`src/logic/core_pkg.sv`:
```
`default_nettype none

package core_pkg;

    localparam int xlen       = 32;
    localparam int reg_idx_w  = 5;
    localparam int csr_addr_w = 12;
    localparam int op_w       = 6;
    localparam int mem_words  = 256;

    localparam logic [xlen-1:0] reset_pc = 32'h1c00_0000;

    // Major opcode in bits 31:26
    localparam logic [op_w-1:0] op_add   = 6'd1;
    localparam logic [op_w-1:0] op_sub   = 6'd2;
    localparam logic [op_w-1:0] op_and   = 6'd3;
    localparam logic [op_w-1:0] op_or    = 6'd4;
    localparam logic [op_w-1:0] op_addi  = 6'd8;
    localparam logic [op_w-1:0] op_ldw   = 6'd9;
    localparam logic [op_w-1:0] op_stw   = 6'd10;
    localparam logic [op_w-1:0] op_csrwr = 6'd12;

    localparam logic [csr_addr_w-1:0] csr_save0 = 12'h030;
    localparam logic [csr_addr_w-1:0] csr_save1 = 12'h031;
    localparam logic [csr_addr_w-1:0] csr_save2 = 12'h032;
    localparam logic [csr_addr_w-1:0] csr_save3 = 12'h033;

    // Register form and immediate form share op, rj and rd
    typedef union packed {
        struct packed {
            logic [op_w-1:0]      op;
            logic [10:0]          unused;
            logic [reg_idx_w-1:0] rk;
            logic [reg_idx_w-1:0] rj;
            logic [reg_idx_w-1:0] rd;
        } r;
        struct packed {
            logic [op_w-1:0]       op;
            logic [3:0]            unused;
            logic [csr_addr_w-1:0] imm12;
            logic [reg_idx_w-1:0]  rj;
            logic [reg_idx_w-1:0]  rd;
        } i;
    } insn_u;

endpackage

`default_nettype wire
```
`src/logic/writeback_stage.sv`:
```
`timescale 1ns/1ps
`default_nettype none

module writeback_stage (
    input  logic                            clk, rst_n,
    output logic                            rdy_in,
    input  logic                            commit_rdy,
    input  logic                            mem_valid,
    input  logic [core_pkg::xlen-1:0]       mem_pc, mem_result, mem_csr_new,
    input  logic [core_pkg::reg_idx_w-1:0]  mem_rd,
    input  logic [core_pkg::csr_addr_w-1:0] mem_csr_addr,
    input  logic                            mem_is_wr_rd, mem_is_csr,
    input  logic [core_pkg::xlen-1:0]       csr_rdata,
    output logic                            reg_we, csr_we,
    output logic [core_pkg::reg_idx_w-1:0]  reg_idx,
    output logic [core_pkg::xlen-1:0]       reg_data, csr_wdata,
    output logic [core_pkg::csr_addr_w-1:0] csr_addr,
    output logic                            fwd_valid,
    output logic [core_pkg::reg_idx_w-1:0]  fwd_idx,
    output logic [core_pkg::xlen-1:0]       fwd_data,
    output logic                            commit_valid, commit_wen,
    output logic [core_pkg::xlen-1:0]       commit_pc, commit_data,
    output logic [core_pkg::reg_idx_w-1:0]  commit_rd
);

    logic                      fire;
    logic                      wr_r, csr_r;
    logic [core_pkg::xlen-1:0] result_r;

    always_ff @(posedge clk or negedge rst_n) begin
        if (!rst_n) begin
            {commit_valid, wr_r, csr_r} <= '0;
        end else if (rdy_in) begin
            {commit_valid, wr_r, csr_r} <= {mem_valid, mem_is_wr_rd, mem_is_csr};
        end
    end

    always_ff @(posedge clk) begin
        if (rdy_in) begin
            commit_pc <= mem_pc;
            reg_idx   <= mem_rd;
            result_r  <= mem_result;
            csr_wdata <= mem_csr_new;
            csr_addr  <= mem_csr_addr;
        end
    end

    assign fire   = commit_valid && commit_rdy;
    assign rdy_in = !commit_valid || commit_rdy;

    // CSRWR hands the old CSR value to rd
    assign reg_data = csr_r ? csr_rdata : result_r;
    assign reg_we   = fire && wr_r;
    assign csr_we   = fire && csr_r;

    // A held write still forwards since decode may move past it under back-pressure
    assign fwd_valid = wr_r;
    assign fwd_idx   = reg_idx;
    assign fwd_data  = reg_data;

    assign commit_wen  = wr_r;
    assign commit_rd   = wr_r ? reg_idx : '0;
    assign commit_data = wr_r ? reg_data : '0;

endmodule

`default_nettype wire

```
`config.mk`:
```
export PLATFORM = sky130hd
export DESIGN_NAME = writeback_stage
export DESIGN_NICKNAME = d
export VERILOG_FILES = /design/src/logic/core_pkg.sv /design/src/logic/writeback_stage.sv
export SDC_FILE = /design/constraint.sdc
export NUM_CORES = 1
export LEC_CHECK = 0
export ABC_AREA = 1
export CAP_MARGIN = 5
export CORE_AREA = 2 2 132 134
export CTS_BUF_LIST = sky130_fd_sc_hd__clkbuf_2
export CTS_CLUSTER_SIZE = 8
export DETAILED_ROUTE_END_ITERATION = 8
export DIE_AREA = 0 0 134 136
export DONT_BUFFER_PORTS = 1
export PLACE_DENSITY = 0.48
export SETUP_SLACK_MARGIN = 0.2
export SYNTH_ARGS = -nofsm -noshare
export SYNTH_HDL_FRONTEND = slang
export SYNTH_SLANG_ARGS = --single-unit
```
`constraint.sdc`:
```
create_clock -name clk -period 4.6 [get_ports clk]
set_clock_uncertainty 0.05 [all_clocks]
set_input_delay 0.69 -clock clk [delete_from_list [all_inputs] [get_ports clk]]
set_output_delay 0.69 -clock clk [all_outputs]
set_load 0.01 [all_outputs]
```
==> results.md <==
* Pleak at approximately 2.7 nW
* Slew margin rel. at approximately two fifths
* Worst Path Required at roughly 3900 ps
* Logic pwr share at between 10% and 20%
* Sw Ratio at between 30% and 40%
* Root Buffer Master: clkbuf_2
* Clock Power Share at between 20 and 30%
* DRC Markers at 0
* CP Class: register to primary output
* Max Buffers Root-to-Sink at 2
* Initial core utilization at 28.7%
* Layout cell share with drive strength beyond 1 at between 10% and 20%
* CTS tree: yes
* IO Port Bufs at 0
* DP HPWL at approximately 8.0 mm
* Die area at approximately 18000 sq um
* DRT Wirelength at 12.1 mm
* Avg WL per Cell at ~16 microns
* RSZ-0062 raised after global routing: false
* First-pass iteration count of the detailed router at 4
* Reg power frac at around 57%
* Chip height at between 100 and 150 microns
* Avg Cell Area, Syn at 11.7 sq um
* Largest net degree at the start of global routing at 67
* Share of the synthesized area in the top cell type at 70.0%
* Routed vias/inst at ~4.0
* Min Tclk post-route at around 2900 ps
* Final setup fails at 0
* # Post-CTS Setup Buffers at 0
* Total number of H-tree levels at 4
* Mapped Nets at around 570
* Int Pwr at approximately 1.6 mW
* Most frequent cells in the layout: 115 x dlygate4sd3_1, 113 x edfxtp_1, 108 x nand2_1
* GRT Resource Usage Total at approximately 13%
* Number of cells produced by synthesis at around 410
* Worst Max-Slew Pin Slew at between 900 and 1000 ps
* Yosys Warn Count at 0
* I/O pins at 344
* Total grt overflow at 0
* Die W at approximately 130 microns
* Finished Layout Cells at approximately 740
* Max Slew Vio Count at 0
* Synth Register Bits at between 100 and 150
* First-pass GRT wire length at around 17 mm
* TritonCTS Sinks at between 100 and 150
* Syn-to-layout area delta at 27.4%
* Clk_lat worst skew at about 620 ps
* Most common cell after layout, fill and taps aside: dlygate4sd3_1
* Fill count at between 1.5k and 2k
* WP data arrival at ~2100 ps
* Max-Cap Viols at 0
* Crit start category: register
* Maximum clock frequency at approximately 350 MHz
* Placed Cells at just under 600
* Clock slew at reported path FFs at 180 ps
* Final ANT Viol Nets at 0
* Outcome: completed
* Switching pwr at about 0.7 mW
* Cell Area, Synth at roughly 4800 sq um
* Worst vdd rail ir drop at roughly 0.18 mV
* Gpl congestion at 0.775
* Final core utilization at a little over a third
* Placeable Area at approximately 17000 sq um
* Most area-consuming cells after synthesis: edfxtp_1 70%, nand2_1 8.4%, inv_1 8.1%
* Netlist cell types at 14
* Power per cell area at about 380 nW/um^2
* Initial antenna violation count at 1
* Crit. End Element: primary output
* Crit Path Max Fanout at 33
* Nets at about 650
* Final total power at around 2.3 mW
* Number of cell rows at 48
* Tcrit/Tclk final at between 60% and 70%
* Area leader, netlist: edfxtp_1
* Hold Slack at ~120 ps
* Sequential share of the synthesized area at 71.5%
* Routed vias at roughly 3k
* Final hold vios at 0
* Drt initial violations at about 100
* Setup TNS at 0 ps
* Hold Path Class: input port to register
* Number of buffers created by CTS at 17
* Vias in the first global route at 3063
## cells by family after synthesis
kind of cell / Yosys count / share of synthesized area [%]
buf+inv: 154 / 16.2
simple gates: 144 / 12.3
flops: 116 / 71.5
## routing by layer
| layer | vias to the layer above | track usage, % | wire length [microns] |
|---|---|---|---|
| met3 | 11 | 8.02 | 1410 |
| met5 | - | 0 | 0 |
| met2 | 212 | 22.2 | 6210 |
| met4 | 0 | 4.91 | 169 |
| met1 | 1379 | 12.1 | 4310 |
| li1 | 1400 | - | - |
## critical path, stage by stage (launching register included)
cell     delay [ps]
dfrtp_1         650
inv_2           400
nor3_1          450
## metrics by stage
stage          worst slack, ps  cell area (sq um)
6_report                  1740               6170
5_1_grt                   1480               6170
4_1_cts                   1600               6170
3_5_place_dp              2310               4780
3_3_place_gp              2320               4780
2_1_floorplan              587               4850
## flip-flops by register name (all words and copies together), names as in the netlist
| signal | cells |
|---|---|
| result_r | 32 |
| commit_wen | 1 |
| fwd_idx | 5 |
| csr_addr | 12 |
| csr_r | 1 |
| csr_wdata | 32 |
| commit_valid | 1 |
| commit_pc | 32 |
## what timing repair did
item,4_1_cts,5_1_grt
setup endpoints to repair,0,0
hold buffers,115,0
gates resized for setup,0,0
endpoints found under the hold margin,117,0
## area by class of cell
class	instances	area (sq um)	area share, %
clock buffer	19	95.1	1.54
antenna	1	2.50	0.0405
sequential	116	3470	56.2
inverter	106	400	6.48
timing repair buffer	118	1170	19.0
clock inverter	13	150	2.43
multi-input combinational	144	603	9.77
tap	225	282	4.56
## power groups by stage
| stage | Clock, mW | Sequential (mW) | Combinational (mW) |
|---|---|---|---|
| 3_5_place_dp | 0 | 1.34 | 0.237 |
| 2_1_floorplan | 0 | 1.33 | 0.261 |
| 6_report | 0.684 | 1.32 | 0.316 |
| 5_1_grt | 0.769 | 1.33 | 0.352 |
| 4_1_cts | 0.721 | 1.32 | 0.318 |
| 3_3_place_gp | 0 | 1.34 | 0.236 |
## synth_stat cells, drive strengths merged
cell / n
edfxtp: 113
nand2: 109
inv: 106
buf: 47
nor2: 33
dfrtp: 3
nor3: 2
clkbuf: 1
## worst paths after layout
kind / startpoint / to / slack [ps] / cells past startpoint
max: commit_wen / reg_we / 1740 / 2
min: mem_is_wr_rd / commit_wen / 120 / 2
max reg2reg: commit_valid / result_r[28] / 2540 / 2
min reg2reg: commit_wen / commit_wen / 710 / 2
max in group asynchronous: rst_n / csr_r / 4100 / 1
min in group asynchronous: rst_n / commit_wen / 240 / 1
(Power assumes the default switching activity.)
