$ cat src/logic/core_pkg.sv
`default_nettype none

package core_pkg;

    localparam int xlen       = 32;
    localparam int reg_idx_w  = 5;
    localparam int csr_addr_w = 12;
    localparam int op_w       = 6;
    localparam int mem_words  = 256;

    localparam logic [xlen-1:0] reset_pc = 32'h1c00_0000;

    // Major opcode in bits 31:26
    localparam logic [op_w-1:0] op_add   = 6'd1;
    localparam logic [op_w-1:0] op_sub   = 6'd2;
    localparam logic [op_w-1:0] op_and   = 6'd3;
    localparam logic [op_w-1:0] op_or    = 6'd4;
    localparam logic [op_w-1:0] op_addi  = 6'd8;
    localparam logic [op_w-1:0] op_ldw   = 6'd9;
    localparam logic [op_w-1:0] op_stw   = 6'd10;
    localparam logic [op_w-1:0] op_csrwr = 6'd12;

    localparam logic [csr_addr_w-1:0] csr_save0 = 12'h030;
    localparam logic [csr_addr_w-1:0] csr_save1 = 12'h031;
    localparam logic [csr_addr_w-1:0] csr_save2 = 12'h032;
    localparam logic [csr_addr_w-1:0] csr_save3 = 12'h033;

    // Register form and immediate form share op, rj and rd
    typedef union packed {
        struct packed {
            logic [op_w-1:0]      op;
            logic [10:0]          unused;
            logic [reg_idx_w-1:0] rk;
            logic [reg_idx_w-1:0] rj;
            logic [reg_idx_w-1:0] rd;
        } r;
        struct packed {
            logic [op_w-1:0]       op;
            logic [3:0]            unused;
            logic [csr_addr_w-1:0] imm12;
            logic [reg_idx_w-1:0]  rj;
            logic [reg_idx_w-1:0]  rd;
        } i;
    } insn_u;

endpackage

`default_nettype wire
$ cat src/logic/csr_file.sv
`timescale 1ns/1ps
`default_nettype none

module csr_file (
    input  logic                            clk, rst_n,
    input  logic [core_pkg::csr_addr_w-1:0] addr,
    output logic [core_pkg::xlen-1:0]       rdata,
    input  logic                            we,
    input  logic [core_pkg::xlen-1:0]       wdata
);

    logic [core_pkg::xlen-1:0] save [4];
    logic                      hit;
    logic [1:0]                sel;

    always_comb begin
        hit = 1'b1;
        sel = 2'd0;
        case (addr)
            core_pkg::csr_save0: sel = 2'd0;
            core_pkg::csr_save1: sel = 2'd1;
            core_pkg::csr_save2: sel = 2'd2;
            core_pkg::csr_save3: sel = 2'd3;
            default:             hit = 1'b0;
        endcase
    end

    // Unmapped addresses read as zero
    assign rdata = hit ? save[sel] : '0;

    always_ff @(posedge clk or negedge rst_n) begin
        if (!rst_n) begin
            for (int k = 0; k < 4; k++) begin
                save[k] <= '0;
            end
        end else if (we && hit) begin
            save[sel] <= wdata;
        end
    end

endmodule

`default_nettype wire

$ cat config.mk
export PLATFORM = sky130hd
export DESIGN_NAME = csr_file
export DESIGN_NICKNAME = d
export VERILOG_FILES = /design/src/logic/core_pkg.sv /design/src/logic/csr_file.sv
export SDC_FILE = /design/constraint.sdc
export NUM_CORES = 1
export LEC_CHECK = 0
export ABC_AREA = 1
export BUFFER_PORTS_ARGS = -buffer_cell sky130_fd_sc_hd__buf_2
export CAP_MARGIN = 20
export CELL_PAD_IN_SITES_DETAIL_PLACEMENT = 1
export CELL_PAD_IN_SITES_GLOBAL_PLACEMENT = 1
export CORE_MARGIN = 3
export CORE_UTILIZATION = 25
export CTS_BUF_LIST = sky130_fd_sc_hd__clkbuf_4 sky130_fd_sc_hd__clkbuf_8 sky130_fd_sc_hd__clkbuf_16
export DETAILED_ROUTE_END_ITERATION = 10
export GPL_ROUTABILITY_DRIVEN = 0
export PLACE_DENSITY_LB_ADDON = 0.1
export SLEW_MARGIN = 20
export SYNTH_ARGS = -nofsm -noshare
export SYNTH_HDL_FRONTEND = slang
export SYNTH_SLANG_ARGS = --single-unit
export TNS_END_PERCENT = 50
$ cat constraint.sdc
create_clock -name clk -period 1.1 [get_ports clk]
set_input_delay 0.11 -clock clk [delete_from_list [all_inputs] [get_ports clk]]
set_output_delay 0.11 -clock clk [all_outputs]
set_load 0.005 [all_outputs]
==> flow_metrics.py, run 1 <==
metrics = {
    "floorplanning": {
        "fp.coreArea_um2": 25300,
        "dieArea_um2": 27900,
        "start_util_pct": 25.6,
        "rows": 58,
        "fp.dieW_um": 167,
        "io_pins": 79,
        "die_h_um": 167,
    },
    "clock_network": {
        "cts_max_path_buffers": 2,
        "clk_latency_ns": 0.42,
        "path_clk_slew_ns": 0.06,
        "cts_tree": "built",
        "cts_buffers": 17,
        "htree_levels": 4,
        "clock_sinks": 128,
        "cts_root_buffer": "clkbuf_16",
    },
    "cells_and_area": {
        "biggestRegsByFlops": "save x128",
        "largest_reg_flops": 128,
        "regMostFlops": "save",
        "nFillCells": 2905,
        "utilization_pct": 35.3,
        "num-nets-final": 926,
        "multi_input_comb_area_um2": 2920,
        "regArea_um2": 3200,
        "area_delta_synth_final_pct": 37.7,
        "antenna_cells": 0,
        "final_area_um2": 8930,
        "drive_gt1_share_pct": 35.0,
    },
    "timing": {
        "rsz0062_at_grt": "true",
        "slew_violations": 0,
        "fin_crit_ns": 1.48,
        "tns_ns": -37.03,
        "fin_crit_sh_pct": 135,
        "timing.final.ws_setup_ns": -0.385,
        "setup_viol": 160,
        "fmax_ghz": 0.674,
        "tightest_slew_ns": 0.382,
        "finalHoldViolCount": 0,
        "fin_worst_skew_ns": 0,
        "relSlewSlack_pct": 74.5,
    },
    "pwr": {
        "power.switching_w": 0.00259,
        "vdd_ir_drop_max_mv": 0.886,
        "clkPwrFrac_pct": 52.4,
        "p_int_w": 0.00872,
        "leakage_nw": 4.35,
        "combPwrFrac_pct": 5.7,
        "switching_share_pct": 22.9,
        "seqPwrFrac_pct": 41.9,
        "fin_total_pwr_w": 0.0113,
        "power_density_nw_per_um2": 1270,
    },
    "global_routing": {
        "overflow": 0,
        "use_met3_pct": 2.93,
        "antenna_found_initial": 0,
        "busiest_layer": "met2",
        "grt_pass1_vias": 6262,
        "grtUsageMet2_pct": 28.3,
        "gr-usage-met1_pct": 20.7,
        "grt_pass1_wl_mm": 35.4,
        "grt_max_degree": 46,
        "track_usage_pct": 16.2,
    },
    "placed_design": {
        "place_ws_ns": -0.554,
        "place_area_um2": 7590,
        "port_buffers": 78,
        "dp_hpwl_mm": 14.2,
    },
    "setup_path": {
        "rrSetupSlack_ns": 0.43,
        "slowest_stage": "buf_12",
        "crit_start": "addr[8]",
        "cpPeakStageDelay_ns": 0.18,
        "reg2regPathDepth": 2,
        "cp-end-kind": "output pin",
        "crit_chain": "buf_6, nor2_4, nand2_2, nor2_4, buf_12, o21ai_4, buf_12, nand2_2, nand2_1, nor2_1, nor2_1, buf_2",
        "cp_max_fo": 14,
        "cp.required_ns": 0.99,
        "r2r-start": "save[49]$_DFFE_PN0P_",
        "critPathLaunchType": "primary input",
        "worstPathArrival_ns": 1.37,
        "path_class": "primary input to output pin",
    },
    "run_status": {
        "run_status": "finished, violations left",
        "failed_checks": "negative setup slack",
    },
    "route": {
        "ant_nets": 0,
        "wl_mm": 23.4,
        "routedWlPerCell_um": 19.1,
        "drtPass1Iterations": 4,
        "vias_per_cell": 4.74,
        "drtIter0Drc": 273,
        "drc": 0,
        "vias": 5787,
    },
    "logic_synthesis": {
        "yosys_register_bits": 128,
        "ys_seq_area_share_pct": 49.4,
        "syn-cell-area_um2": 6490,
        "synth.avg_cell_area_um2": 8.56,
        "synthCells": 758,
        "yosysWarnings": 0,
        "synth_cell_types": 23,
        "synth_fp_nets": 805,
    },
    "min_path": {
        "min-delay-start": "wdata[1]",
        "hold_depth": 3,
        "hp-class": "primary input to register",
    },
    "flow_run": {
        "maxCapViolations": 0,
    },
}
repair_timing:
action                                 in CTS  in global routing
pin swaps                                   8                 17
setup endpoints to repair                 127                160
endpoints found under the hold margin     128                  0
cloned                                      5                 12
hold buffers                                1                  0
buffers inserted                            4                  6
gates resized for setup                    24                 44
synthesized netlist by cell type:
master | number | share of area (%)
nand2_1 | 227 | 13
dfrtp_1 | 128 | 49
nor2_1 | 67 | 3.9
nand4_1 | 64 | 6.2
o21ai_1 | 64 | 4.9
o21ai_2 | 64 | 8.6
inv_1 | 34 | 2.0
nand3_1 | 32 | 2.5
buf_2 | 22 | 1.7
buf_6 | 22 | 3.8
clkbuf_1 | 9 | 0.52
inv_2 | 4 | 0.23
nand2_2 | 4 | 0.39
nor2_4 | 4 | 0.69
nand2_4 | 3 | 0.52
buf_1 | 2 | 0.12
buf_4 | 2 | 0.23
inv_4 | 1 | 0.096
nand4_4 | 1 | 0.33
nor2_2 | 1 | 0.096
nor2_8 | 1 | 0.31
nor3_2 | 1 | 0.15
o21ai_4 | 1 | 0.25
layout make-up:
cell class / count / share of cell area [%]
clock buffer: 22 / 5.39
clock inverter: 10 / 1.50
inverter: 39 / 1.67
tap: 330 / 4.62
multi-input combinational: 535 / 32.7
sequential: 128 / 35.9
timing repair buffer: 158 / 18.3
power groups by stage:
stage,Combinational [W],Clock (W),Sequential [W]
2_1_floorplan,0.000225,0,0.00483
3_3_place_gp,0.000613,0,0.00483
3_5_place_dp,0.000623,0,0.00483
4_1_cts,0.000650,0.00607,0.00474
5_1_grt,0.000716,0.00629,0.00475
6_report,0.000644,0.00593,0.00475
final timing paths:
check                                         to
hold reg to reg              save[2]$_DFFE_PN0P_
hold / removal              save[65]$_DFFE_PN0P_
setup / recovery                       rdata[10]
setup reg to reg            save[49]$_DFFE_PN0P_
min in group asynchronous  save[113]$_DFFE_PN0P_
max in group asynchronous   save[36]$_DFFE_PN0P_
layout by cell type (no fill, tap or decap):
cell | Yosys | layout
buf_12 | 0 | 25
buf_16 | 0 | 5
buf_2 | 22 | 72
buf_4 | 2 | 30
buf_6 | 22 | 15
buf_8 | 0 | 2
bufinv_16 | 0 | 3
clkbuf_16 | 0 | 25
clkbuf_4 | 0 | 2
clkbuf_8 | 0 | 3
clkinv_2 | 0 | 4
clkinv_4 | 0 | 1
clkinvlp_4 | 0 | 2
dfrtp_1 | 128 | 128
dlygate4sd3_1 | 0 | 1
inv_1 | 34 | 34
inv_2 | 4 | 4
inv_4 | 1 | 1
nand2_1 | 227 | 210
nand2_2 | 4 | 19
nand2_4 | 3 | 2
nand2_8 | 0 | 4
nand3_1 | 32 | 29
nand3_2 | 0 | 2
nand3_4 | 0 | 1
nand4_1 | 64 | 64
nand4_4 | 1 | 1
nor2_1 | 67 | 50
nor2_2 | 1 | 14
nor2_4 | 4 | 8
nor2_8 | 1 | 1
nor3_4 | 0 | 1
o21ai_1 | 64 | 64
o21ai_2 | 64 | 63
o21ai_4 | 1 | 2
kinds of logic (layout without fill, tap and decap cells):
family                 after synthesis  count (layout)  share of synthesized area (%)
flip-flops                         128             128                           49.4
AND/OR/NAND/NOR                    405             406                           28.1
buffers and inverters               96             229                           8.68
AO/OA/AOI/OAI                      129             129                           13.8
per-stage QoR:
stage,instances,hold WS [ns]
after floorplan,758,-0.186
after global placement,1163,-0.0229
after detailed placement,1163,-0.0270
after CTS,1205,0.00106
after global routing,1222,0.0124
final,1222,0.00493
worst max-delay path: cells and delay by family:
family                 cells  cell delay [ns]
AO/OA/AOI/OAI              1             0.10
buffers and inverters      4             0.57
AND/OR/NAND/NOR            7             0.59
metal layers:
layer  vias to the layer above  share of wire (%)
met5                         -                  0
met4                         0               0.95
met3                        16                2.8
met2                        92                 51
met1                      2912                 46
li1                       2767                  -
(Power assumes the default switching activity.)
==> run 2: changes to the inputs <==
RECOVER_POWER = 25   (was not set)
clock period = 1.4 ns   (was 1.1 ns; I/O delays follow)
==> flow_metrics.py, run 2 (same netlist as run 1, synthesis figures left out) <==
metrics = {
    "run_status": {
        "run_status": "finished, violations left",
        "failed_checks": "negative setup slack",
    },
    "route": {
        "drc": 0,
        "met3_length_um": 550,
        "ant_nets": 0,
        "drtPass1Iterations": 4,
        "top_layer_used": "met4",
        "routedWlPerCell_um": 17.8,
        "drtIter0Drc": 267,
        "wl_mm": 21.2,
        "wl_met2_mm": 10.3,
        "met1Wirelength_mm": 10.1,
        "vias_per_cell": 4.66,
        "vias": 5565,
    },
    "floorplanning": {
        "rows": 58,
        "fp.coreArea_um2": 25300,
        "io_pins": 79,
        "start_util_pct": 25.6,
        "dieArea_um2": 27900,
        "fp.dieW_um": 167,
        "die_h_um": 167,
    },
    "setup_path": {
        "cp-end-kind": "output pin",
        "slowest_stage": "buf_12",
        "crit_chain": "buf_2, nor2_4, nand2_2, nor2_4, buf_12, o21ai_4, buf_12, nand2_2, nand2_1, nor2_1, nor2_1, buf_2",
        "critPathLaunchType": "primary input",
        "cp.required_ns": 1.26,
        "cpPeakStageDelay_ns": 0.17,
        "path_class": "primary input to output pin",
        "cp_max_fo": 9,
        "worstPathArrival_ns": 1.43,
    },
    "pwr": {
        "vdd_ir_drop_max_mv": 0.545,
        "fin_total_pwr_w": 0.00832,
        "power_density_nw_per_um2": 994,
        "leakage_nw": 4.10,
    },
    "clock_network": {
        "path_clk_slew_ns": 0.06,
        "cts_tree": "built",
        "cts_root_buffer": "clkbuf_16",
        "cts_buffers": 17,
        "cts_max_path_buffers": 2,
        "htree_levels": 4,
        "clk_latency_ns": 0.41,
        "clock_sinks": 128,
    },
    "timing": {
        "holdWs_ns": 0.0333,
        "setup_viol": 32,
        "fin_worst_skew_ns": 0,
        "fin_crit_ns": 1.57,
        "timing.final.ws_setup_ns": -0.169,
        "finalHoldViolCount": 0,
        "fmax_ghz": 0.638,
        "slew_violations": 0,
        "fin_crit_sh_pct": 112,
        "rsz0062_at_grt": "true",
        "relSlewSlack_pct": 21.1,
        "tightest_slew_ns": 1.18,
    },
    "placed_design": {
        "port_buffers": 78,
        "dp_hpwl_mm": 14.0,
        "dp.cells": 1159,
    },
    "cells_and_area": {
        "num-nets-final": 902,
        "instances_no_fill": 1194,
        "area_delta_synth_final_pct": 29.0,
        "largest_reg_flops": 128,
        "mostFrequentLayoutCells": "nand2_1, dfrtp_1, buf_2",
        "drive_gt1_share_pct": 33.0,
        "utilization_pct": 33.0,
        "layout_commonest_cell": "nand2_1",
        "regMostFlops": "save",
        "biggestRegsByFlops": "save x128",
        "antenna_cells": 0,
    },
    "global_routing": {
        "grt_max_degree": 48,
        "overflow": 0,
        "grt_pass1_wl_mm": 34.7,
        "grt_pass1_vias": 6165,
        "antenna_found_initial": 0,
        "track_usage_pct": 15.7,
    },
    "min_path": {
        "hp-class": "primary input to register",
    },
    "flow_run": {
        "maxCapViolations": 0,
    },
}
[run 2: cell type report]
type                    count  area (um^2)
inverters                  39          149
clock buffers              21          468
well taps                 330          413
repair buffers            135         1200
fillers                  2955        17000
clock inverters             7         65.1
flip-flops and latches    128         3200
multi-input cells         534         2870
[run 2: report_power, final]
group / internal [W] / total (W) / leakage (nW) / switching [W]
registers: 0.00372 / 0.00373 / 1.79 / 0.0000111
clock network: 0.00252 / 0.00410 / 0.263 / 0.00158
logic: 0.000152 / 0.000487 / 2.05 / 0.000335
[run 2: worst paths after layout]
kind	start	to	slack [ns]	depth (start not counted)
worst min register to register	save[17]$_DFFE_PN0P_	save[17]$_DFFE_PN0P_	0.48	2
worst min-delay path	wdata[5]	save[69]$_DFFE_PN0P_	0.03	3
worst max-delay path	addr[8]	rdata[14]	-0.17	12
worst max register to register	save[117]$_DFFE_PN0P_	save[117]$_DFFE_PN0P_	0.74	2
min in group asynchronous	rst_n	save[2]$_DFFE_PN0P_	0.48	2
max in group asynchronous	rst_n	save[106]$_DFFE_PN0P_	0.05	3
[run 2: metal layers]
layer,vias to the layer above,GRT usage [%]
met5,-,0
met4,0,3.69
met3,18,2.76
met2,89,26.6
met1,2763,21.1
li1,2695,-
[run 2: repair_timing]
| item | 4_1_cts | 5_1_grt |
|---|---|---|
| resized for setup | 33 | 34 |
| pin swaps | 19 | 11 |
| cloned | 2 | 0 |
| endpoints found under the hold margin | 128 | 0 |
| hold buffers | 1 | 0 |
| endpoints found under the setup margin | 32 | 32 |
| setup buffers | 4 | 1 |
[run 2: worst max-delay path: cells and delay by family]
family                 cells  cell delay, ns
AND/OR/NAND/NOR            7            0.61
AO/OA/AOI/OAI              1            0.10
buffers and inverters      4            0.57
[run 2: stage by stage]
step | cell area (um^2) | setup WS [ns] | TNS [ns]
final | 8370 | -0.169 | -4.17
after global routing | 8370 | -0.295 | -19.86
after CTS | 8280 | -0.176 | -4.55
after detailed placement | 7530 | -0.271 | -31.31
after global placement | 7530 | -0.234 | -25.78
after floorplan | 6490 | 0.135 | 0
