**src/logic/core_pkg.sv**
```systemverilog
`default_nettype none

package core_pkg;

    localparam int xlen       = 32;
    localparam int reg_idx_w  = 5;
    localparam int csr_addr_w = 12;
    localparam int op_w       = 6;
    localparam int mem_words  = 256;

    localparam logic [xlen-1:0] reset_pc = 32'h1c00_0000;

    // Major opcode in bits 31:26
    localparam logic [op_w-1:0] op_add   = 6'd1;
    localparam logic [op_w-1:0] op_sub   = 6'd2;
    localparam logic [op_w-1:0] op_and   = 6'd3;
    localparam logic [op_w-1:0] op_or    = 6'd4;
    localparam logic [op_w-1:0] op_addi  = 6'd8;
    localparam logic [op_w-1:0] op_ldw   = 6'd9;
    localparam logic [op_w-1:0] op_stw   = 6'd10;
    localparam logic [op_w-1:0] op_csrwr = 6'd12;

    localparam logic [csr_addr_w-1:0] csr_save0 = 12'h030;
    localparam logic [csr_addr_w-1:0] csr_save1 = 12'h031;
    localparam logic [csr_addr_w-1:0] csr_save2 = 12'h032;
    localparam logic [csr_addr_w-1:0] csr_save3 = 12'h033;

    // Register form and immediate form share op, rj and rd
    typedef union packed {
        struct packed {
            logic [op_w-1:0]      op;
            logic [10:0]          unused;
            logic [reg_idx_w-1:0] rk;
            logic [reg_idx_w-1:0] rj;
            logic [reg_idx_w-1:0] rd;
        } r;
        struct packed {
            logic [op_w-1:0]       op;
            logic [3:0]            unused;
            logic [csr_addr_w-1:0] imm12;
            logic [reg_idx_w-1:0]  rj;
            logic [reg_idx_w-1:0]  rd;
        } i;
    } insn_u;

endpackage

`default_nettype wire
```
**src/logic/execute_stage.sv**
```systemverilog
`timescale 1ns/1ps
`default_nettype none

module execute_stage (
    input  logic                            clk, rst_n,
    output logic                            rdy_in,
    input  logic                            next_rdy,
    input  logic                            id_valid,
    input  logic [core_pkg::xlen-1:0]       id_pc, id_rj_val, id_rk_val, id_imm,
    input  logic [core_pkg::op_w-1:0]       id_op,
    input  logic [core_pkg::reg_idx_w-1:0]  id_rd,
    input  logic [core_pkg::csr_addr_w-1:0] id_csr_addr,
    input  logic                            id_is_wr_rd, id_is_ld, id_is_st, id_is_csr,
    output logic                            valid,
    output logic [core_pkg::xlen-1:0]       pc, result, st_data,
    output logic [core_pkg::reg_idx_w-1:0]  rd,
    output logic [core_pkg::csr_addr_w-1:0] csr_addr,
    output logic                            is_wr_rd, is_ld, is_st, is_csr,
    output logic                            fwd_valid,
    output logic [core_pkg::reg_idx_w-1:0]  fwd_idx,
    output logic [core_pkg::xlen-1:0]       fwd_data
);

    logic [core_pkg::op_w-1:0] op_r;
    logic [core_pkg::xlen-1:0] rj_r, rk_r, imm_r;

    assign rdy_in = !valid || next_rdy;

    always_ff @(posedge clk or negedge rst_n) begin
        if (!rst_n) begin
            {valid, is_wr_rd, is_ld, is_st, is_csr} <= '0;
        end else if (rdy_in) begin
            {valid, is_wr_rd, is_ld, is_st, is_csr} <=
                {id_valid, id_is_wr_rd, id_is_ld, id_is_st, id_is_csr};
        end
    end

    always_ff @(posedge clk) begin
        if (rdy_in) begin
            pc       <= id_pc;
            op_r     <= id_op;
            rd       <= id_rd;
            rj_r     <= id_rj_val;
            rk_r     <= id_rk_val;
            imm_r    <= id_imm;
            csr_addr <= id_csr_addr;
        end
    end

    always_comb begin
        case (op_r)
            core_pkg::op_add: result = rj_r + rk_r;
            core_pkg::op_sub: result = rj_r - rk_r;
            core_pkg::op_and: result = rj_r & rk_r;
            core_pkg::op_or:  result = rj_r | rk_r;
            // Effective address for loads and stores
            core_pkg::op_addi, core_pkg::op_ldw, core_pkg::op_stw: result = rj_r + imm_r;
            default: result = rj_r;  // CSRWR carries the new CSR value down
        endcase
    end

    assign st_data = rk_r;

    assign fwd_valid = is_wr_rd && !is_ld && !is_csr;
    assign fwd_idx   = rd;
    assign fwd_data  = result;

endmodule

`default_nettype wire

```
**config.mk**
```make
export PLATFORM = sky130hd
export DESIGN_NAME = execute_stage
export DESIGN_NICKNAME = d
export VERILOG_FILES = /design/src/logic/core_pkg.sv /design/src/logic/execute_stage.sv
export SDC_FILE = /design/constraint.sdc
export NUM_CORES = 1
export LEC_CHECK = 0
export ABC_AREA = 0
export BUFFER_PORTS_ARGS = -buffer_cell sky130_fd_sc_hd__clkbuf_2
export CAP_MARGIN = 10
export CORE_MARGIN = 5
export CORE_UTILIZATION = 50
export CTS_CLUSTER_SIZE = 8
export DETAILED_ROUTE_END_ITERATION = 16
export GPL_TIMING_DRIVEN = 1
export PLACE_DENSITY_LB_ADDON = 0.3
export SLEW_MARGIN = 10
export SYNTH_ARGS = -nofsm -noshare
export SYNTH_HDL_FRONTEND = slang
export SYNTH_SLANG_ARGS = --single-unit
export TNS_END_PERCENT = 100
```
**constraint.sdc**
```tcl
create_clock -name clk -period 7.11 [get_ports clk]
set_input_delay 0.3555 -clock clk [delete_from_list [all_inputs] [get_ports clk]]
set_output_delay 0.3555 -clock clk [all_outputs]
set_load 0.05 [all_outputs]
```
==> results of run 1 <==
state kept, by name, indices dropped and copies added, names as in the netlist:
register  cells
rj_r         32
csr_addr     12
valid         1
st_data      32
is_csr        1
is_st         1
op_r          6
imm_r        32
is_ld         1
is_wr_rd      1
fwd_idx       5
pc           32
per-layer routing:
| layer | routed length, um | up-vias |
|---|---|---|
| met1 | 9395 | 3344 |
| met5 | 13 | - |
| met4 | 741 | 2 |
| li1 | - | 3353 |
| met3 | 2371 | 45 |
| met2 | 12180 | 367 |
per-stage QoR:
| step | hold slack, ps | area [um2] |
|---|---|---|
| after global routing | 69.33 | 10630 |
| after global placement | 178.1 | 9991 |
| after CTS | 72.43 | 10630 |
| after floorplan | 59.91 | 8447 |
| final | 90.48 | 10630 |
| after detailed placement | 173.8 | 9991 |
cells by family (layout without fill, tap and decap cells):
logic type,count (synthesis),count (layout)
compound gates,217,217
xor+xnor,28,28
flops,156,156
mux,4,4
simple gates,206,206
fa+ha+maj,43,43
buf+inv,78,370
where the power goes:
part	switching, mW	total [mW]	leakage [nW]	internal (mW)
Clock	0.406	0.973	0.304	0.568
Combinational	0.551	0.771	2.85	0.219
Sequential	0.0555	1.14	1.58	1.09
Total	1.01	2.89	4.73	1.88
cell usage in the layout, fill, tap and decap left out, types with 5 or more instances in the layout:
master	netlist	final
nand2_1	87	87
nor2_1	26	25
edfxtp_1	151	151
nor3_1	21	20
nand3_1	15	15
xnor2_1	13	13
xor2_1	15	15
a211oi_1	5	5
clkbuf_16	0	17
a22oi_1	25	25
a21oi_1	42	42
buf_4	37	8
inv_6	0	6
clkbuf_2	0	315
o21ai_0	57	57
a222oi_1	7	7
dfrtp_1	5	5
a21o_1	15	15
a221o_1	15	15
and3_1	10	10
or3_1	8	8
ha_1	42	42
inv_1	14	14
final cells by class:
cell class              count  area share, %
clock buffers              18          4.036
clock inverters            14          1.859
inverters                  14         0.4942
multi-input cells         498          31.72
flip-flops and latches    156          43.82
well taps                 220          2.589
repair buffers            324          15.48
worst max path at each step:
stage / endpoint / depth (start not counted) / slack, ps / startpoint
global placement: fwd_data[26] / 19 / 980 / st_data[0]$_DFFE_PP_
floorplan: result[24] / 19 / 510 / st_data[0]$_DFFE_PP_
finish: fwd_data[26] / 17 / 600 / st_data[2]$_DFFE_PP_
CTS: fwd_data[26] / 19 / 430 / st_data[0]$_DFFE_PP_
global route: fwd_data[26] / 19 / 180 / st_data[1]$_DFFE_PP_
detailed placement: fwd_data[26] / 19 / 920 / st_data[0]$_DFFE_PP_
critical path, delay by kind of cell, from the launching register on:
kind            cells  cell delay (ps)
flops               1              470
buf+inv             1              240
compound gates      7             2240
xor+xnor            1               70
fa+ha+maj           1              320
simple gates        7             2370
timing repair:
action / CTS / global route
endpoints found under the hold margin: 5 / 0
gates resized for setup: 0 / 1
hold buffers: 1 / 0
setup endpoints to repair: 0 / 6
==> qor.csv, run 1 <==
stage;metric;value;unit
outcome;status;finished clean;
grt;met3 Use GR;8.010;%
critical_path;Critical Path AT;6160;ps
route;antenna viol nets, final;0;
grt;global-route wire length before repair;37780;um
synthesis;top post-synthesis cells by count;151 x edfxtp_1, 87 x nand2_1, 57 x o21ai_0;
layout;nets@finish;1213;
critical_path;crit end category;primary output;
grt;grt total ovfl;0;
timing;Worst Max-Slew Pin Slew;1246;ps
layout;diodes inserted;0;
floorplanning;Placeable Area;16580;um2
floorplanning;FP Rows;47;
critical_path;CP required;6750;ps
critical_path;Crit Path Category;flip-flop to primary output;
hold_path;min-delay worst type;input pin to flip-flop;
clock_tree;CTS Sinks;156;
layout;non-filler instance count after layout;1244;
clock_tree;clk root buf;clkbuf_16;
grt;initial antenna violation count;1;
critical_path;slowest cell delay on critical path;650;ps
route;DR pass1 iterations;6;
hold_path;Worst Hold Path Cells;1;
route;post-detailed-routing wire length;24700;um
layout;storage element area;4659;um2
synthesis;sequential share of the synthesized area;55.16;%
layout;Multi-input gate area;3373;um2
route;detailed-route via count;7111;
critical_path;CP Launch Type;flip-flop;
synthesis;Compound-Gate Fraction of Synth Area;17.49;%
critical_path;critical path cell sequence;or4_4 > or4_1 > or3_1 > or3_1 > nor3_1 > nor3_1 > a221o_1 > ha_1 > a21oi_1 > and3b_1 > a311oi_1 > o21ai_0 > a21boi_0 > o31a_1 > xnor2_1 > a221o_1 > clkbuf_2;
synthesis;Yosys cell types;64;
layout;fin util;64.12;%
placed_design;Port Buffer Count;315;
clock_tree;Worst-Skew Late Latency;430;ps
critical_path;critical path peak fanout;7;
synthesis;synth top area cells;edfxtp_1 54%, ha_1 6.2%, nand2_1 3.9%;
timing;count of pins over their slew limit;0;
timing;clk_skew;15.78;ps
critical_path;launch point of the worst reg-to-reg path;valid$_DFFE_PN0P_;
timing;FMAX;153.5;MHz
synthesis;Mapped Nets;934;
synthesis;Syn Std Cell Area;8447;um2
placed_design;pre-CTS WS;920.0;ps
timing;Min Clock Period, post-route;6513;ps
floorplanning;Top Ports;316;
route;wire per inst;19.85;um
timing;RSZ-0062 raised after global routing;no;
timing;final setup fails;0;
flow_run;# Max-Cap Violations;0;
pwr;VDD IR max;197.0;uV
route;drt initial violations;591;
floorplanning;Starting Density;50.94;%
grt;vias in the first global route;6811;
layout;fraction of layout cells with a size suffix above 1;36.82;%
synthesis;Post-synth EDFFs;151;
critical_path;r2r setup slk;5110;ps
synthesis;largest family of logic cells by synthesized area;compound AO/OA/AOI/OAI gates;
timing;post-route clock period utilization;91.60;%
grt;met2 usage;41.05;%
placed_design;dpl hpwl;18470;um
synthesis;Yosys warning count;0;
grt;M1 GR Usage;29.87;%
timing;Slew headroom;16.73;%
critical_path;R2R Path End;st_data[17]$_DFFE_PP_;
pwr;Overall Power;2.888;mW
synthesis;post-synth top area cell;edfxtp_1;
pwr;Power Density;271.6;nW/um2
synthesis;ys async rst share;3.205;%
synthesis;dominant synthesized flop cell;edfxtp_1;
grt;all-layer global routing usage;24.64;%
clock_tree;CTS tree;built;
grt;largest net degree at the start of global routing;63;
hold_path;Hold Path End;st_data[28]$_DFFE_PP_;
placed_design;placed insts;1211;
timing;Setup TNS;0;ps
synthesis;multiplexer share of the synthesized area;0.5333;%
clock_tree;CTS H-tree lvls;4;
clock_tree;TritonCTS buffer count;17;
route;Vias/cell;5.716;
critical_path;CP max-delay cell;a21boi_0;
placed_design;routability cong.;0.8809;
critical_path;R2R depth;2;
floorplanning;Die ar.;19590;um2
synthesis;XOR/XNOR Fraction of Synth Area;2.903;%
clock_tree;number of setup buffers added after CTS;0;
route;DRC Markers;0;
hold_path;critical hold path startpoint;id_rk_val[28];
clock_tree;Reg clk slew, reported paths;70;ps
timing;Fin. Hold Viols;0;
synthesis;most frequent cell after synthesis;edfxtp_1;
synthesis;Mapped Cells;732;
synthesis;Post-Syn Area per Cell;11.54;um2
layout;area grow syn2layout;25.89;%
synthesis;Yosys reg bits;156;
floorplanning;Die X;140.0;um
clock_tree;CTS Buffer Depth;2;
grt;busiest layer in global routing;met2;
timing;setup ws final;597.0;ps
synthesis;simple-gate share of the synthesized area;12.29;%
floorplanning;DIE HEIGHT;140.0;um
synthesis;Synth Area in Adders;6.458;%
pwr;P_leak;4.726;nW
layout;Filler cells;1354;
synthesis;top-area cell type share of the netlist area;53.68;%
(Power assumes the default switching activity.)
==> inputs of run 2 (changes only) <==
- CELL_PAD_IN_SITES_DETAIL_PLACEMENT: unset -> 1
- CELL_PAD_IN_SITES_GLOBAL_PLACEMENT: unset -> 2
- CORE_UTILIZATION: 50 -> 31
==> qor.csv, run 2 (synthesized netlist as in run 1, its figures left out) <==
stage;metric;value;unit;change
outcome;status;finished clean;;unchanged
placed_design;dpl hpwl;22240;um;was 18,470 um
timing;Final Hold Slack;73.13;ps;was 90.48 ps
layout;nets@finish;1215;;was 1,213
timing;clk_skew;12.80;ps;was 15.78 ps
grt;global-route wire length before repair;44120;um;was 37,780 um
timing;count of pins over their slew limit;0;;unchanged
grt;largest net degree at the start of global routing;57;;was 63
timing;Fin. Hold Viols;0;;unchanged
placed_design;routability cong.;0.8545;;was 0.8809
clock_tree;clk root buf;clkbuf_16;;unchanged
pwr;Cell Int Power;1.807;mW;was 1.875 mW
pwr;Seq pwr share;40.1;%;was 39.6%
floorplanning;Placeable Area;26880;um2;was 16,580 um2
critical_path;critical path peak fanout;7;;unchanged
route;Vias/cell;5.154;;was 5.716
timing;RSZ-0062 raised after global routing;no;;unchanged
layout;most common cell after layout, fill and taps aside;clkbuf_2;;unchanged
critical_path;Crit Path Category;flip-flop to primary output;;unchanged
route;DRC Markers;0;;unchanged
pwr;VDD IR max;161.8;uV;was 197.0 uV
timing;Setup TNS;0;ps;unchanged
grt;vias in the first global route;7491;;was 6,811
timing;Slew headroom;28.20;%;was 16.73%
layout;fraction of layout cells with a size suffix above 1;36.84;%;was 36.82%
placed_design;pre-CTS WS;895.6;ps;was 920.0 ps
clock_tree;Worst-Skew Late Latency;440;ps;was 430 ps
grt;initial antenna violation count;2;;was 1
critical_path;slowest cell delay on critical path;580;ps;was 650 ps
timing;setup ws final;605.0;ps;was 597.0 ps
critical_path;critical path cell sequence;or4_4 > or4_1 > or3_1 > or3_1 > nor3_1 > nor3_1 > a221o_1 > ha_1 > a211oi_1 > nor2_1 > o41a_1 > a41o_1 > a31o_2 > a211oi_1 > a21oi_1 > o221ai_1 > clkbuf_2;;was or4_4 > or4_1 > or3_1 > or3_1 > nor3_1 > nor3_1 > a221o_1 > ha_1 > a21oi_1 > and3b_1 > a311oi_1 > o21ai_0 > a21boi_0 > o31a_1 > xnor2_1 > a221o_1 > clkbuf_2
critical_path;crit end category;primary output;;unchanged
pwr;Overall Power;2.860;mW;was 2.888 mW
layout;area grow syn2layout;27.42;%;was 25.89%
floorplanning;DIE HEIGHT;175.1;um;was 140.0 um
critical_path;CP max-delay cell;or4_4;;was a21boi_0
critical_path;Critical Path AT;6150;ps;was 6160 ps
pwr;switch share;36.82;%;was 35.06%
pwr;clock share of power;32.5;%;was 33.7%
layout;Filler cells;3032;;was 1,354
clock_tree;number of setup buffers added after CTS;0;;unchanged
clock_tree;Reg clk slew, reported paths;90;ps;was 70 ps
route;wire per inst;21.30;um;was 19.85 um
route;DR pass1 iterations;6;;unchanged
pwr;P_leak;4.718;nW;was 4.726 nW
grt;grt total ovfl;0;;unchanged
layout;diodes inserted;0;;unchanged
clock_tree;CTS Buffer Depth;2;;unchanged
clock_tree;CTS tree;built;;unchanged
route;post-detailed-routing wire length;29110;um;was 24,700 um
route;drt initial violations;364;;was 591
floorplanning;Starting Density;31.43;%;was 50.94%
critical_path;Worst Setup SP;st_data[2]$_DFFE_PP_;;unchanged
timing;final setup fails;0;;unchanged
floorplanning;Top Ports;316;;unchanged
placed_design;Port Buffer Count;315;;unchanged
floorplanning;FP Rows;60;;was 47
clock_tree;CTS Sinks;156;;unchanged
clock_tree;CTS H-tree lvls;4;;unchanged
route;detailed-route via count;7046;;was 7,111
clock_tree;TritonCTS buffer count;17;;unchanged
flow_run;# Max-Cap Violations;0;;unchanged
timing;FMAX;153.7;MHz;was 153.5 MHz
critical_path;CP required;6750;ps;about the same
critical_path;launch point of the worst reg-to-reg path;valid$_DFFE_PN0P_;;unchanged
layout;commonest non-fill, non-tap cells in the layout;315 x clkbuf_2, 151 x edfxtp_1, 87 x nand2_1, 57 x o21ai_0;;unchanged
grt;all-layer global routing usage;18.66;%;was 24.64%
pwr;Comb pwr share;27.4;%;was 26.7%
timing;Worst Max-Slew Pin Slew;1073;ps;was 1246 ps
hold_path;critical hold path startpoint;id_rj_val[11];;was id_rk_val[28]
pwr;Power Density;265.7;nW/um2;was 271.6 nW/um2
route;antenna viol nets, final;0;;unchanged
timing;post-route clock period utilization;91.49;%;was 91.60%
pwr;switching power;1.053;mW;was 1.012 mW
timing;Min Clock Period, post-route;6505;ps;was 6513 ps
floorplanning;Die X;175.1;um;was 140.0 um
floorplanning;Die ar.;30650;um2;was 19,590 um2
hold_path;min-delay worst type;input pin to flip-flop;;unchanged
critical_path;CP Launch Type;flip-flop;;unchanged
-- run 2: critical path: cells and delay by family (launching register included) --
kind | cells | cell delay (ps)
adders and majority gates | 1 | 220
AOI/OAI and AO/OA | 8 | 2370
DFF | 1 | 500
buffers and inverters | 1 | 330
and+or+nand+nor | 7 | 2290
-- run 2: final cells by class --
class | instances | area (um2) | share of cell area (%)
Sequential cell | 156 | 4659 | 43.29
Multi-Input combinational cell | 498 | 3378 | 31.39
Timing Repair Buffer | 326 | 1662 | 15.44
Clock buffer | 18 | 429.2 | 3.987
Tap cell | 341 | 426.7 | 3.964
Clock inverter | 14 | 155.1 | 1.442
Inverter | 14 | 52.55 | 0.4883
-- run 2: final timing paths --
| kind | to | slack, ps | depth (start not counted) |
|---|---|---|---|
| worst min register to register | is_wr_rd$_DFFE_PN0P_ | 540 | 1 |
| worst max-delay path | result[31] | 610 | 17 |
| worst max register to register | st_data[14]$_DFFE_PP_ | 5050 | 2 |
| worst min-delay path | rj_r[11]$_DFFE_PP_ | 70 | 1 |
| min in group asynchronous | valid$_DFFE_PN0P_ | 300 | 2 |
| max in group asynchronous | is_csr$_DFFE_PN0P_ | 6670 | 2 |
-- run 2: layer usage --
metal	vias up	track usage (%)	part of all wire, %
li1	3357	-	-
met2	254	31.36	48
met5	-	0	0.093
met4	4	5.663	1.9
met1	3395	22.15	41
met3	36	7.313	8.3
-- run 2: power by group through the flow --
stage | Sequential [mW] | Combinational [mW] | Clock (mW)
3_5_place_dp | 1.17 | 0.788 | 0
3_3_place_gp | 1.17 | 0.783 | 0
6_report | 1.15 | 0.782 | 0.930
5_1_grt | 1.16 | 0.838 | 1.00
4_1_cts | 1.15 | 0.792 | 0.960
2_1_floorplan | 1.28 | 0.478 | 0
-- run 2: what timing repair did --
action,CTS,global route
setup endpoints to repair,0,4
hold buffers,1,0
endpoints found under the hold margin,5,0
gates resized for setup,0,1
-- run 2: metrics by stage --
step / cell area, um2 / instances / util [%]
floorplan: 8447 / 732 / -
global placement: 10160 / 1334 / 37.81
detailed placement: 10160 / 1334 / 37.81
CTS: 10760 / 1367 / 40.02
global route: 10760 / 1367 / 40.05
finish: 10760 / 1367 / 40.05
